--- src/hdl/mvu_cfg.svh ---
// Sizing constants and address map of the matrix-vector unit
// Included by the package and by every block that sizes a port or memory
`ifndef MVU_CFG_SVH
`define MVU_CFG_SVH

// Datapath
`define MVU_N        8      // Vector lanes, one bit-plane word
`define MVU_MAXPREC  4      // Bits per weight or input
`define MVU_BPREC    2      // Precision minus one
`define MVU_MAXROWS  16
`define MVU_BROW     4
`define MVU_BLVL     3      // Combined significance, up to 6
`define MVU_BACC     16     // Signed row sum

// Memory addressing
`define MVU_BWADDR   6      // Row * 4 + weight bit
`define MVU_BDADDR   2      // Input bit
`define MVU_BOADDR   4      // Output row

// Issue to product latency (memory read plus product register)
`define MVU_PIPE     2

// Wishbone word bus
`define MVU_WB_AW    8
`define MVU_WB_DW    32

// Window select sits in the address bits above this one
`define MVU_WIN_LSB  6

`endif

--- src/hdl/mvu_pkg.sv ---
// Bus, configuration and pipeline types of the matrix-vector unit
// Shared by the RTL blocks and the testbench checker
`default_nettype none

`include "mvu_cfg.svh"

package mvu_pkg;

    // Wishbone classic, full words only
    typedef struct packed {
        logic                   cyc;
        logic                   stb;
        logic                   we;
        logic [`MVU_WB_AW-1:0]  adr;
        logic [`MVU_WB_DW-1:0]  dat;
    } wb_req_t;

    typedef struct packed {
        logic                   ack;
        logic [`MVU_WB_DW-1:0]  dat;
    } wb_rsp_t;

    // Precisions and row count are stored minus one
    typedef struct packed {
        logic [`MVU_BPREC-1:0]  wprec;
        logic [`MVU_BPREC-1:0]  iprec;
        logic                   wsigned;
        logic                   isigned;
        logic [`MVU_BROW-1:0]   rows;
    } job_cfg_t;

    typedef struct packed {
        logic                   we_w;   // Weight plane write
        logic                   we_d;   // Input plane write
        logic [`MVU_BWADDR-1:0] addr;
        logic [`MVU_N-1:0]      data;
        logic [`MVU_BOADDR-1:0] oaddr;  // Output read row
    } host_mem_t;

    // One weight/input bit pair as issued by the address generator
    typedef struct packed {
        logic [`MVU_BWADDR-1:0] waddr;
        logic [`MVU_BDADDR-1:0] daddr;
        logic                   sh;
        logic                   neg;
        logic                   row_end;
    } zz_op_t;

    typedef enum logic [1:0] {IDLE, RUN, DRAIN} ctrl_state_t;

    typedef enum logic [`MVU_WIN_LSB-1:0] {
        REG_CTRL   = 0,
        REG_CONFIG = 1,
        REG_STATUS = 2
    } reg_sel_t;

    typedef enum logic [`MVU_WB_AW-`MVU_WIN_LSB-1:0] {
        WIN_REG, WIN_WGT, WIN_INP, WIN_OUT
    } mem_win_t;

endpackage

`default_nettype wire

--- src/hdl/mvu_regs.sv ---
// Wishbone slave of the unit with register file, start pulse and host memory port
// Every access is acked one cycle after it is seen; writes are dropped while busy
`timescale 1ns/10ps
`default_nettype none

`include "mvu_cfg.svh"

module mvu_regs (
    input  logic                   intf,
    input  logic                   reset,
    input  mvu_pkg::wb_req_t       wb_req,
    output mvu_pkg::wb_rsp_t       wb_rsp,
    input  logic                   busy,
    input  logic                   done,
    output mvu_pkg::job_cfg_t      cfg,
    output logic                   start,
    output mvu_pkg::host_mem_t     host_mem,
    input  logic [`MVU_BACC-1:0]   out_word
);

    mvu_pkg::mem_win_t      win;
    mvu_pkg::reg_sel_t      sel;
    mvu_pkg::job_cfg_t      cfg_q;
    logic                   act;
    logic                   blk;
    logic                   wr_ok;
    logic                   ack_q;
    logic                   go_q;          // Start written, waiting for ack
    logic                   out_sel_q;     // Acked read came from output window
    logic                   we_w_q;
    logic                   we_d_q;
    logic [`MVU_BWADDR-1:0] mem_addr_q;
    logic [`MVU_N-1:0]      mem_data_q;
    logic [`MVU_WB_DW-1:0]  rd_data;
    logic [`MVU_WB_DW-1:0]  rd_q;

    assign win = mvu_pkg::mem_win_t'(wb_req.adr[`MVU_WB_AW-1:`MVU_WIN_LSB]);
    assign sel = mvu_pkg::reg_sel_t'(wb_req.adr[`MVU_WIN_LSB-1:0]);

    // Request still held during its ack cycle, so skip that one
    assign act   = wb_req.cyc & wb_req.stb & ~ack_q;
    assign blk   = busy | start;       // Job running or about to
    assign wr_ok = act & wb_req.we & ~blk;

    always_comb begin
        rd_data = '0;
        if (win == mvu_pkg::WIN_REG) begin
            case (sel)
                mvu_pkg::REG_CONFIG: rd_data = `MVU_WB_DW'(cfg_q);
                mvu_pkg::REG_STATUS: rd_data = {{(`MVU_WB_DW-2){1'b0}}, done, busy};
                default:             rd_data = '0;
            endcase
        end
    end

    always_ff @(posedge intf) begin
        if (reset) begin
            ack_q     <= 1'b0;
            go_q      <= 1'b0;
            start     <= 1'b0;
            out_sel_q <= 1'b0;
            we_w_q    <= 1'b0;
            we_d_q    <= 1'b0;
            cfg_q     <= '0;
        end else begin
            ack_q  <= act;
            go_q   <= wr_ok && win == mvu_pkg::WIN_REG && sel == mvu_pkg::REG_CTRL
                      && wb_req.dat[0];
            start  <= go_q;            // Lands the cycle after ack
            we_w_q <= wr_ok && win == mvu_pkg::WIN_WGT;
            we_d_q <= wr_ok && win == mvu_pkg::WIN_INP;
            if (act) begin
                out_sel_q <= win == mvu_pkg::WIN_OUT;
            end
            if (wr_ok && win == mvu_pkg::WIN_REG && sel == mvu_pkg::REG_CONFIG) begin
                cfg_q <= mvu_pkg::job_cfg_t'(wb_req.dat[$bits(mvu_pkg::job_cfg_t)-1:0]);
            end
        end
    end

    // Write payload and register read data
    always_ff @(posedge intf) begin
        if (act) begin
            mem_addr_q <= wb_req.adr[`MVU_BWADDR-1:0];
            mem_data_q <= wb_req.dat[`MVU_N-1:0];
            rd_q       <= rd_data;
        end
    end

    assign cfg = cfg_q;

    always_comb begin
        host_mem.we_w  = we_w_q;
        host_mem.we_d  = we_d_q;
        host_mem.addr  = mem_addr_q;
        host_mem.data  = mem_data_q;
        host_mem.oaddr = wb_req.adr[`MVU_BOADDR-1:0];   // Core registers the read
    end

    assign wb_rsp.ack = ack_q;
    assign wb_rsp.dat = out_sel_q
                      ? {{(`MVU_WB_DW-`MVU_BACC){out_word[`MVU_BACC-1]}}, out_word}
                      : rd_q;

    // Master keeps the access up through its ack, so the masked cycle is the same access
    a_ack_held: assert property (@(posedge intf) disable iff (reset)
        ack_q |-> wb_req.cyc && wb_req.stb);

endmodule

`default_nettype wire

--- src/hdl/mvu_controller.sv ---
// Job state machine of the unit
// Runs from start until the last pair is issued, drains the pipeline, then flags done
`timescale 1ns/10ps
`default_nettype none

`include "mvu_cfg.svh"

module mvu_controller (
    input  logic intf,
    input  logic reset,
    input  logic start,
    input  logic issue_last,
    output logic busy,
    output logic done,
    output logic irq
);

    localparam int DW = $clog2(`MVU_PIPE + 1);

    mvu_pkg::ctrl_state_t state_q;
    logic [DW-1:0]        cnt_q;       // Drain cycles elapsed
    logic                 drain_end;

    assign drain_end = (state_q == mvu_pkg::DRAIN) && (cnt_q == DW'(`MVU_PIPE));

    always_ff @(posedge intf) begin
        if (reset) begin
            state_q <= mvu_pkg::IDLE;
            cnt_q   <= '0;
            done    <= 1'b0;
            irq     <= 1'b0;
        end else begin
            irq <= drain_end;          // Same edge that raises done
            case (state_q)
                mvu_pkg::IDLE: begin
                    if (start) begin
                        state_q <= mvu_pkg::RUN;
                        done    <= 1'b0;
                    end
                end
                mvu_pkg::RUN: begin
                    if (issue_last) begin
                        state_q <= mvu_pkg::DRAIN;
                        cnt_q   <= '0;
                    end
                end
                mvu_pkg::DRAIN: begin
                    if (drain_end) begin
                        state_q <= mvu_pkg::IDLE;
                        done    <= 1'b1;   // Sticky until next start
                    end else begin
                        cnt_q <= cnt_q + 1'b1;
                    end
                end
                default: state_q <= mvu_pkg::IDLE;
            endcase
        end
    end

    assign busy = state_q != mvu_pkg::IDLE;

    // The register block holds start back while a job is active
    a_start_idle: assert property (@(posedge intf) disable iff (reset)
        start |-> state_q == mvu_pkg::IDLE);

endmodule

`default_nettype wire

--- src/hdl/mvu_agu.sv ---
// Zig-zag address generator over weight and input bit-planes
// Per row, walks combined significance downward, one bit pair per cycle
`timescale 1ns/10ps
`default_nettype none

`include "mvu_cfg.svh"

module mvu_agu (
    input  logic              intf,
    input  logic              reset,
    input  logic              start,
    input  mvu_pkg::job_cfg_t cfg,
    output logic              issue_valid,
    output mvu_pkg::zz_op_t   op,
    output logic              issue_last
);

    logic                   run_q;
    logic [`MVU_BPREC-1:0]  wp_q;
    logic [`MVU_BPREC-1:0]  ip_q;
    logic                   ws_q;
    logic                   is_q;
    logic [`MVU_BROW-1:0]   rows_q;
    logic [`MVU_BROW-1:0]   row_q;
    logic [`MVU_BLVL-1:0]   lvl_q;     // wbit + ibit of current pair
    logic [`MVU_BPREC-1:0]  wb_q;
    logic [`MVU_BLVL-1:0]   top;
    logic [`MVU_BPREC-1:0]  ib;
    logic [`MVU_BPREC-1:0]  wb_lo;
    logic                   lvl_end;
    logic                   row_done;

    // Highest weight bit that exists at a given level
    function automatic logic [`MVU_BPREC-1:0] hi_of(input logic [`MVU_BLVL-1:0]  lvl,
                                                    input logic [`MVU_BPREC-1:0] wp);
        hi_of = (lvl > `MVU_BLVL'(wp)) ? wp : lvl[`MVU_BPREC-1:0];
    endfunction

    assign top      = `MVU_BLVL'(wp_q) + `MVU_BLVL'(ip_q);
    assign ib       = `MVU_BPREC'(lvl_q - `MVU_BLVL'(wb_q));
    assign wb_lo    = (lvl_q > `MVU_BLVL'(ip_q)) ? `MVU_BPREC'(lvl_q - `MVU_BLVL'(ip_q)) : '0;
    assign lvl_end  = wb_q == wb_lo;
    assign row_done = lvl_end && lvl_q == '0;

    always_ff @(posedge intf) begin
        if (reset) begin
            run_q  <= 1'b0;
            wp_q   <= '0;
            ip_q   <= '0;
            ws_q   <= 1'b0;
            is_q   <= 1'b0;
            rows_q <= '0;
            row_q  <= '0;
            lvl_q  <= '0;
            wb_q   <= '0;
        end else if (start) begin
            run_q  <= 1'b1;
            wp_q   <= cfg.wprec;
            ip_q   <= cfg.iprec;
            ws_q   <= cfg.wsigned;
            is_q   <= cfg.isigned;
            rows_q <= cfg.rows;
            row_q  <= '0;
            lvl_q  <= `MVU_BLVL'(cfg.wprec) + `MVU_BLVL'(cfg.iprec);
            wb_q   <= cfg.wprec;
        end else if (run_q) begin
            if (!lvl_end) begin
                wb_q <= wb_q - 1'b1;
            end else if (lvl_q != '0) begin
                lvl_q <= lvl_q - 1'b1;
                wb_q  <= hi_of(lvl_q - 1'b1, wp_q);
            end else begin
                if (row_q == rows_q) begin
                    run_q <= 1'b0;     // Last row issued
                end
                row_q <= row_q + 1'b1;
                lvl_q <= top;
                wb_q  <= wp_q;
            end
        end
    end

    assign issue_valid = run_q;
    assign issue_last  = run_q && row_done && row_q == rows_q;

    always_comb begin
        op.waddr   = {row_q, wb_q};
        op.daddr   = ib;
        op.sh      = (wb_q == hi_of(lvl_q, wp_q)) && (lvl_q != top);  // Entering a lower level
        op.neg     = (ws_q && wb_q == wp_q) ^ (is_q && ib == ip_q);   // One signed MSB
        op.row_end = row_done;
    end

endmodule

`default_nettype wire

--- src/hdl/mvu_core.sv ---
// Datapath of the unit: bit-plane memories, AND-popcount and shift-accumulator
// Ops from the address generator are consumed MVU_PIPE cycles after issue
`timescale 1ns/10ps
`default_nettype none

`include "mvu_cfg.svh"

module mvu_core (
    input  logic                 intf,
    input  logic                 reset,
    input  logic                 issue_valid,
    input  mvu_pkg::zz_op_t      op,
    input  mvu_pkg::host_mem_t   host_mem,
    output logic [`MVU_BACC-1:0] out_word
);

    localparam int BCNT = $clog2(`MVU_N + 1);

    logic [`MVU_N-1:0]           wmem [`MVU_MAXROWS*`MVU_MAXPREC];
    logic [`MVU_N-1:0]           dmem [`MVU_MAXPREC];
    logic [`MVU_BACC-1:0]        omem [`MVU_MAXROWS];
    logic [`MVU_N-1:0]           wrd_q;
    logic [`MVU_N-1:0]           drd_q;
    logic [BCNT-1:0]             cnt_q;
    mvu_pkg::zz_op_t             op_dly [`MVU_PIPE];
    logic [`MVU_PIPE-1:0]        vld_dly;
    mvu_pkg::zz_op_t             cur;
    logic                        cur_vld;
    logic                        first_q;  // Next pair opens a row
    logic [`MVU_BOADDR-1:0]      orow_q;
    logic signed [`MVU_BACC-1:0] acc_q;
    logic signed [`MVU_BACC-1:0] term;
    logic signed [`MVU_BACC-1:0] base;
    logic signed [`MVU_BACC-1:0] acc_sum;
    logic                        out_we;

    function automatic logic [BCNT-1:0] popcnt(input logic [`MVU_N-1:0] v);
        logic [BCNT-1:0] c;
        c = '0;
        for (int i = 0; i < `MVU_N; i++) begin
            c = c + BCNT'(v[i]);
        end
        return c;
    endfunction

    // Host side of the memories
    always_ff @(posedge intf) begin
        if (host_mem.we_w) begin
            wmem[host_mem.addr] <= host_mem.data;
        end
        if (host_mem.we_d) begin
            dmem[host_mem.addr[`MVU_BDADDR-1:0]] <= host_mem.data;
        end
        out_word <= omem[host_mem.oaddr];
    end

    // Plane read, then product register
    always_ff @(posedge intf) begin
        wrd_q <= wmem[op.waddr];
        drd_q <= dmem[op.daddr];
        cnt_q <= popcnt(wrd_q & drd_q);
    end

    // Flag delay line matched to the two stages above
    always_ff @(posedge intf) begin
        op_dly[0] <= op;
        for (int i = 1; i < `MVU_PIPE; i++) begin
            op_dly[i] <= op_dly[i-1];
        end
    end

    always_ff @(posedge intf) begin
        if (reset) begin
            vld_dly <= '0;
        end else begin
            vld_dly <= {vld_dly[`MVU_PIPE-2:0], issue_valid};
        end
    end

    assign cur     = op_dly[`MVU_PIPE-1];
    assign cur_vld = vld_dly[`MVU_PIPE-1];

    assign term    = `MVU_BACC'(cnt_q);
    assign base    = first_q ? '0 : (cur.sh ? acc_q <<< 1 : acc_q);
    assign acc_sum = base + (cur.neg ? -term : term);
    assign out_we  = cur_vld && cur.row_end;

    // Row counter rests at zero whenever the pipeline is empty between jobs
    always_ff @(posedge intf) begin
        if (reset) begin
            first_q <= 1'b1;
            orow_q  <= '0;
        end else begin
            first_q <= !cur_vld || cur.row_end;
            if (!cur_vld) begin
                orow_q <= '0;
            end else if (cur.row_end) begin
                orow_q <= orow_q + 1'b1;
            end
        end
    end

    always_ff @(posedge intf) begin
        if (cur_vld) begin
            acc_q <= acc_sum;
        end
        if (out_we) begin
            omem[orow_q] <= acc_sum;   // Row sum including its last pair
        end
    end

    // Written row matches the row the generator issued, so it stays within the job
    a_orow_match: assert property (@(posedge intf) disable iff (reset)
        out_we |-> orow_q == cur.waddr[`MVU_BWADDR-1 -: `MVU_BROW]);

endmodule

`default_nettype wire

--- src/hdl/mvu_top.sv ---
// Top level of the bit-serial matrix-vector unit
// Wishbone slave in, irq out; connects registers, controller, address generator and core
`timescale 1ns/10ps
`default_nettype none

`include "mvu_cfg.svh"

module mvu_top (
    input  logic             intf,
    input  logic             reset,
    input  mvu_pkg::wb_req_t wb_req,
    output mvu_pkg::wb_rsp_t wb_rsp,
    output logic             irq
);

    mvu_pkg::job_cfg_t    cfg;
    mvu_pkg::host_mem_t   host_mem;
    mvu_pkg::zz_op_t      op;
    logic                 start;
    logic                 busy;
    logic                 done;
    logic                 issue_valid;
    logic                 issue_last;
    logic [`MVU_BACC-1:0] out_word;

    mvu_regs regs (
        .intf     (intf),
        .reset    (reset),
        .wb_req   (wb_req),
        .wb_rsp   (wb_rsp),
        .busy     (busy),
        .done     (done),
        .cfg      (cfg),
        .start    (start),
        .host_mem (host_mem),
        .out_word (out_word)
    );

    mvu_controller ctrl (
        .intf       (intf),
        .reset      (reset),
        .start      (start),
        .issue_last (issue_last),
        .busy       (busy),
        .done       (done),
        .irq        (irq)
    );

    mvu_agu agu (
        .intf        (intf),
        .reset       (reset),
        .start       (start),
        .cfg         (cfg),
        .issue_valid (issue_valid),
        .op          (op),
        .issue_last  (issue_last)
    );

    mvu_core core (
        .intf        (intf),
        .reset       (reset),
        .issue_valid (issue_valid),
        .op          (op),
        .host_mem    (host_mem),
        .out_word    (out_word)
    );

endmodule

`default_nettype wire

--- config.mk ---
export PLATFORM = sky130hd
export DESIGN_NAME = mvu_top
export DESIGN_NICKNAME = d
export VERILOG_FILES = /design/src/hdl/mvu_pkg.sv /design/src/hdl/mvu_regs.sv /design/src/hdl/mvu_controller.sv /design/src/hdl/mvu_agu.sv /design/src/hdl/mvu_core.sv /design/src/hdl/mvu_top.sv
export VERILOG_INCLUDE_DIRS = /design/src /design/src/hdl
export SDC_FILE = /design/constraint.sdc
export NUM_CORES = 1
export LEC_CHECK = 0
export ABC_CLOCK_PERIOD_IN_PS = 5900
export BUFFER_PORTS_ARGS = -buffer_cell sky130_fd_sc_hd__clkbuf_2
export CAP_MARGIN = 0
export CORE_ASPECT_RATIO = 0.7
export CORE_MARGIN = 2
export CORE_UTILIZATION = 35
export CTS_CLUSTER_DIAMETER = 200
export DETAILED_ROUTE_END_ITERATION = 16
export GPL_TIMING_DRIVEN = 0
export REMOVE_ABC_BUFFERS = 1
export SLEW_MARGIN = 20
export SYNTH_ARGS = -nofsm -noshare
export SYNTH_HDL_FRONTEND = slang
export SYNTH_SLANG_ARGS = --single-unit
--- constraint.sdc ---
create_clock -name intf -period 5.9 [get_ports intf]
set_input_delay 1.18 -clock intf [delete_from_list [all_inputs] [get_ports intf]]
set_output_delay 1.18 -clock intf [all_outputs]
set_load 0.005 [all_outputs]
==> results of run 1 <==
-- flip-flops by register name, summed over array words and instances, names as in the netlist, 6 cells and up --
name             flops
core.wmem          512
core.omem          256
core.dmem           32
core.acc_q          16
core.out_word       16
regs.cfg            10
regs.rd_q           10
core.drd_q           8
core.wrd_q           8
regs.mem_data_q      8
core.op_dly          6
regs.mem_addr_q      6
-- layout by cell type (no fill, tap or decap), types with 14 or more instances in the layout --
master / Yosys / routed
clkbuf_2: 0 / 54
mux4_2: 212 / 212
nor3_1: 17 / 14
mux2i_1: 55 / 55
nand2_1: 36 / 36
a22oi_1: 24 / 24
nand2b_1: 14 / 14
o21ai_0: 19 / 19
buf_8: 0 / 18
o22ai_1: 23 / 23
dfxtp_1: 91 / 88
ha_1: 41 / 41
edfxtp_1: 840 / 840
inv_1: 34 / 33
clkinv_2: 0 / 17
clkbuf_1: 46 / 18
nand3_1: 15 / 15
nor2b_1: 16 / 14
nor2_1: 140 / 139
clkbuf_16: 0 / 87
a21oi_1: 45 / 45
and2_1: 39 / 26
-- stage by stage --
step                cell area, µm²  utilization [%]
floorplan                    36300                -
global placement             38400             36.8
detailed placement           39100             37.5
CTS                          41800             40.1
global route                 41900             40.2
finish                       41900             40.2
-- cell type report --
type                       instances  area (µm²)  share of cell area [%]
clock buffer                     110        2310                    5.52
sequential                       931       27100                    64.6
clock inverter                    45         399                   0.952
multi-input combinational        843        9290                    22.2
inverter                          35         131                   0.313
timing repair buffer              89         947                    2.26
tap                             1414        1770                    4.22
-- path summary, 6_finish.rpt --
path	to	slack [ns]	cells after the start
setup / recovery	core.omem[10][12]	1.27	9
hold / removal	core.op_dly[0][13]	0.33	0
setup reg to reg	core.omem[10][12]	1.27	9
hold reg to reg	core.op_dly[0][13]	0.33	0
-- metal layers --
metal  vias to the layer above  global-route usage, %  share of wire (%)  wire [µm]
met2                       672                   22.0                 43      35700
met3                        97                   3.96                8.3       6820
li1                       7817                      -                  -          -
met4                         0                   3.33                1.6       1330
met5                         -                      0                  0          0
met1                      9600                   23.4                 47      38500
-- cells by family after synthesis --
group | count (synthesis) | synth area share [%]
XOR/XNOR | 38 | 0.903
AO/OA/AOI/OAI | 150 | 2.60
flip-flops | 931 | 73.4
adder cells (fa/ha/maj) | 48 | 1.77
multiplexers | 286 | 15.3
AND/OR/NAND/NOR | 321 | 4.25
buffers and inverters | 140 | 1.85
-- power by group --
group          leakage (µW)  internal, µW  switching [µW]
Sequential          0.00852          7150            31.1
Combinational       0.00358           108             147
Clock               0.00133          3010            2400
Total                0.0134         10300            2580
==> run metrics, run 1 <==
outcome complete, no violations; starting density of the core a little over a third; DR DRC count 0; Worst EP required between 6 and 7 ns; vias around 18k; Synth cell types 63; initial antenna violation count 2; LEAKAGE about 0.013 µW; post-route minimum period roughly 4.6 ns; layout cells sized above 1 between 20% and 30%; Max H-tree Level 3; Die H ~280 µm; worst path cell trace mux2i_1 > nor2_1 > ha_1 > nor2b_1 > o21ai_0 > a21oi_1 > o41ai_1 > o21ai_0 > xor2_2; VDD IR max between 200 and 250 µV; worst min path class flip-flop to flip-flop; synthesized area between 30000 and 40000 µm²; antenna diode count 0; CP peak stage delay 1.12 ns; Via density between 5 and 6; Chip Width just under 400 µm; worst setup margin ~1.3 ns; Worst Tran Pin Value approximately 1.2 ns; total CTS buffers 85; skew final 0.0247 ns; Syn Inst Count 1914; Worst EP arrival 5.00 ns; DRT Pass-1 Iters 5; setup TNS 0 ns; worst skew pair latency around 0.66 ns; WP buf/inv 0; Clock Path Buffers 3; HP Start core.op_dly[0][2]; Nets roughly 2.1k; Tcrit/Tclk final 78.4%; crit path kind flip-flop to flip-flop; FF+latch count, synth between 900 and 1k; Most used DFF post-synth edfxtp_1; final WL 82.3 mm; IO Pins 79; first-pass GRT wire length between 100 and 150 mm; fin cells approximately 3.5k; FF-to-FF Start core.op_dly[0][13]; CTS root buf clkbuf_16; hold slack 0.334 ns; synth top area cells edfxtp_1, mux4_2, dfxtp_1, mux2i_1, nor2_1; top cells by count, synth edfxtp_1, mux4_2, nor2_1; CP top delay family compound AO/OA/AOI/OAI gates; Port Buf Inserts 56; area share of the largest cell type after synthesis 68.4%; largest net degree at the start of global routing 50; number of global-route vias before repair about 18k; Rows between 90 and 100; sequential area share after synthesis 73.4%; Crit Path Max Fanout 17; placed cell count between 3k and 4k; DRT iter0 DRCs approximately 1.8k; Die ar. 108000 µm²; Hold Fails Final Rpt 0; Post-synth EDFFs between 800 and 900; Routed WL per cell approximately 24 µm; area leader, netlist edfxtp_1; GRT Overall Usage between 10% and 20%; area grow syn2layout 13.7%; max cap viols 0; clk slew on worst S/H paths ~0.070 ns; Hold Buf Count CTS 0; RSZ-0062 raised after global routing false; top-count cell post-synth edfxtp_1; grt total ovfl 0; FILL cells roughly 9.3k; Final HPWL DP between 50 and 60 mm; Synthesis Warnings 0; dpl ws 1.20 ns; number of clock sinks 931; core footprint 104000 µm²; CP endpoint kind flip-flop; Final ANT Viol Nets 0; CP startpoint core.op_dly[0][13]; Tot Pwr 12800 µW; Critical Path Source Type flip-flop; post_cts resized 0; CTS tree built; mean post-synth cell area around 19 µm²; Crit path top cell by count o21ai_0; final RePlAce weighted congestion roughly 0.83; Pins Over Slew Limit 0; # setup viols final 0; FMAX about 220 MHz; Worst path slowest cell dfxtp_1; ys async rst share 0%; normalized max-slew margin between 10% and 20%; Pwr per Cell Area roughly 310 nW/µm²; post-CTS setup buffer count 0
Note: power is estimated with default switching activity, not from simulation.
==> run 2: changes to the inputs <==
ABC_CLOCK_PERIOD_IN_PS = 4540   (was 5900)
clock period = 4.54 ns   (was 5.9 ns; I/O delays follow)
==> run metrics, run 2 (synthesis gave the netlist of run 1 again) <==
FMAX 253 MHz (+17%); Hold Fails Final Rpt 0 (unchanged); clock network power share 42.2% (about the same); CP endpoint kind flip-flop; final WL 82.5 mm (+0.14%); worst r2r dst core.omem[13][14]; Final ANT Viol Nets 0 (unchanged); initial antenna violation count 2 (unchanged); DR DRC count 0 (unchanged); worst setup margin 0.582 ns (-0.691 ns); outcome complete, no violations; flop2flop setup slack 0.58 ns (-0.69 ns); vias 18.1k (-0.48%); Critical Path Source Type flip-flop; Clock Path Buffers 3 (unchanged); Worst EP arrival 4.31 ns (-0.69 ns); Reg with most FFs core.wmem; commonest cells after routing, fill and taps aside edfxtp_1, mux4_2, nor2_1; worst min path class flip-flop to flip-flop; Worst path slowest cell xor2_2; GRT Overall Usage 15.4% (+0.017 points); Reg power frac 55.9% (about the same); R2R cell count 9 (unchanged); setup TNS 0 ns (unchanged); Chip Width 392 µm (unchanged); largest net degree at the start of global routing 50 (unchanged); Tcrit/Tclk final 87.2% (+8.8 points); Die H 276 µm (unchanged); first-pass GRT wire length 122 mm (+0.12%); Hold Path Depth 0 (unchanged); CP top delay family compound AO/OA/AOI/OAI gates; Pwr per Cell Area 399 nW/µm² (+30%); worst path cell trace inv_1 > ha_1 > a21boi_1 > ha_1 > o21ai_0 > a21oi_1 > o41ai_2 > o31ai_1 > xor2_2; # setup viols final 0 (unchanged); Metal-1 WL 38.5 mm (-0.14%); post-CTS setup buffer count 0 (unchanged); number of clock sinks 931 (unchanged); most common cell after layout, fill and taps aside edfxtp_1; Hold Buf Count CTS 0 (unchanged); Routed WL per cell 23.8 µm (+0.14%); Final HPWL DP 53.6 mm (unchanged); Port Buf Inserts 56 (unchanged); Die ar. 108000 µm² (unchanged); max cap viols 0 (unchanged); Nets 2078 (unchanged); crit path kind flip-flop to flip-flop; FF-to-FF Start core.cnt_q[0]; Rows 99 (unchanged); max reg flops 512 (unchanged); CP peak stage delay 0.67 ns (-0.45 ns); CTS root buf clkbuf_16; layout cells sized above 1 23.8% (+0.097 points); antenna diode count 0 (unchanged); DRT iter0 DRCs 1765 (-2.3%); number of global-route vias before repair 18.1k (+0.13%); DRT Pass-1 Iters 5 (unchanged); area grow syn2layout 13.7% (about the same); Crit Path Max Fanout 17 (unchanged); Tot Pwr 16700 µW (+30%); core footprint 104000 µm² (unchanged); Via density 5.22 (-0.48%); placed cell count 3312 (unchanged); total CTS buffers 85 (unchanged); fin cells 3467 (unchanged); sw frac 20.2% (+0.056 points); dpl ws -0.161 ns (-1.36 ns); Max H-tree Level 3 (unchanged); post-route minimum period 3.96 ns (-0.669 ns); normalized max-slew margin 24.9% (+7.8 points); Crit path top cell by count ha_1; post_cts resized 3 (+3); IO Pins 79 (unchanged); Worst EP required 4.90 ns (-1.38 ns); met3 wire length 6.99 mm (+2.4%); Worst Tran Pin Value 1.13 ns (-0.116 ns); clk slew on worst S/H paths 0.06 ns (about the same); grt total ovfl 0 (unchanged); WP buf/inv 1 (+1); starting density of the core 35.3% (unchanged); Comb pwr share 2.0% (about the same); internal power 13300 µW (+30%); worst skew pair latency 0.67 ns (about the same); CTS tree built; WL met2 35.7 mm (about the same); VDD IR max 271 µV (+29%); Pins Over Slew Limit 0 (unchanged); RSZ-0062 raised after global routing false; final RePlAce weighted congestion 0.828 (unchanged); LEAKAGE 0.0134 µW (about the same); Hold Path End core.op_dly[0][13]; HP Start core.op_dly[0][2]; skew final 0.0265 ns (+0.00176 ns); P_sw 3370 µW (+30%); max layer used met4
[run 2: layout make-up]
| class | count | area, µm² |
|---|---|---|
| clock inverter | 45 | 399 |
| multi-input combinational | 843 | 9300 |
| inverter | 35 | 131 |
| clock buffer | 110 | 2310 |
| timing repair buffer | 89 | 947 |
| tap | 1414 | 1770 |
| sequential | 931 | 27100 |
| fill | 9279 | 62400 |
[run 2: metal layers]
metal / vias to the layer above / global-route usage [%]
met3: 97 / 3.96
met1: 9551 / 23.4
li1: 7805 / -
met2: 646 / 22.0
met4: 0 / 3.33
met5: - / 0
[run 2: worst register-to-register path: cells and delay by family (launching register included)]
kind	cells	cell delay [ns]
compound gates	5	1.93
xor+xnor	1	0.67
fa+ha+maj	2	0.62
flops	1	0.38
buf+inv	1	0.06
[run 2: power groups by stage]
| stage | combinational (µW) | sequential, µW | clock (µW) |
|---|---|---|---|
| 4_1_cts | 336 | 9330 | 7180 |
| 6_report | 331 | 9330 | 7040 |
| 3_5_place_dp | 335 | 9520 | 0 |
| 3_3_place_gp | 255 | 9570 | 0 |
| 5_1_grt | 359 | 9330 | 7520 |
| 2_1_floorplan | 141 | 9520 | 0 |
[run 2: worst max path at each step]
stage	startpoint	end	slack, ns	cells after the start
after floorplan	agu.wb_q[0]	core.drd_q[0]	-2.55	3
after global placement	agu.wb_q[0]	core.wrd_q[1]	-5.31	4
after detailed placement	core.cnt_q[0]	core.omem[15][14]	-0.16	9
after CTS	core.op_dly[0][13]	core.omem[4][15]	0.03	10
after global routing	core.cnt_q[0]	core.omem[0][12]	0.31	9
final	core.cnt_q[0]	core.omem[13][14]	0.58	9
[run 2: through the flow]
stage	util, %	instance area, µm²	hold WS, ns
finish	40.2	41900	0.331
global route	40.2	41900	0.336
CTS	40.1	41800	0.338
global placement	36.8	38400	0.320
floorplan	-	36300	0.310
detailed placement	37.5	39100	0.319
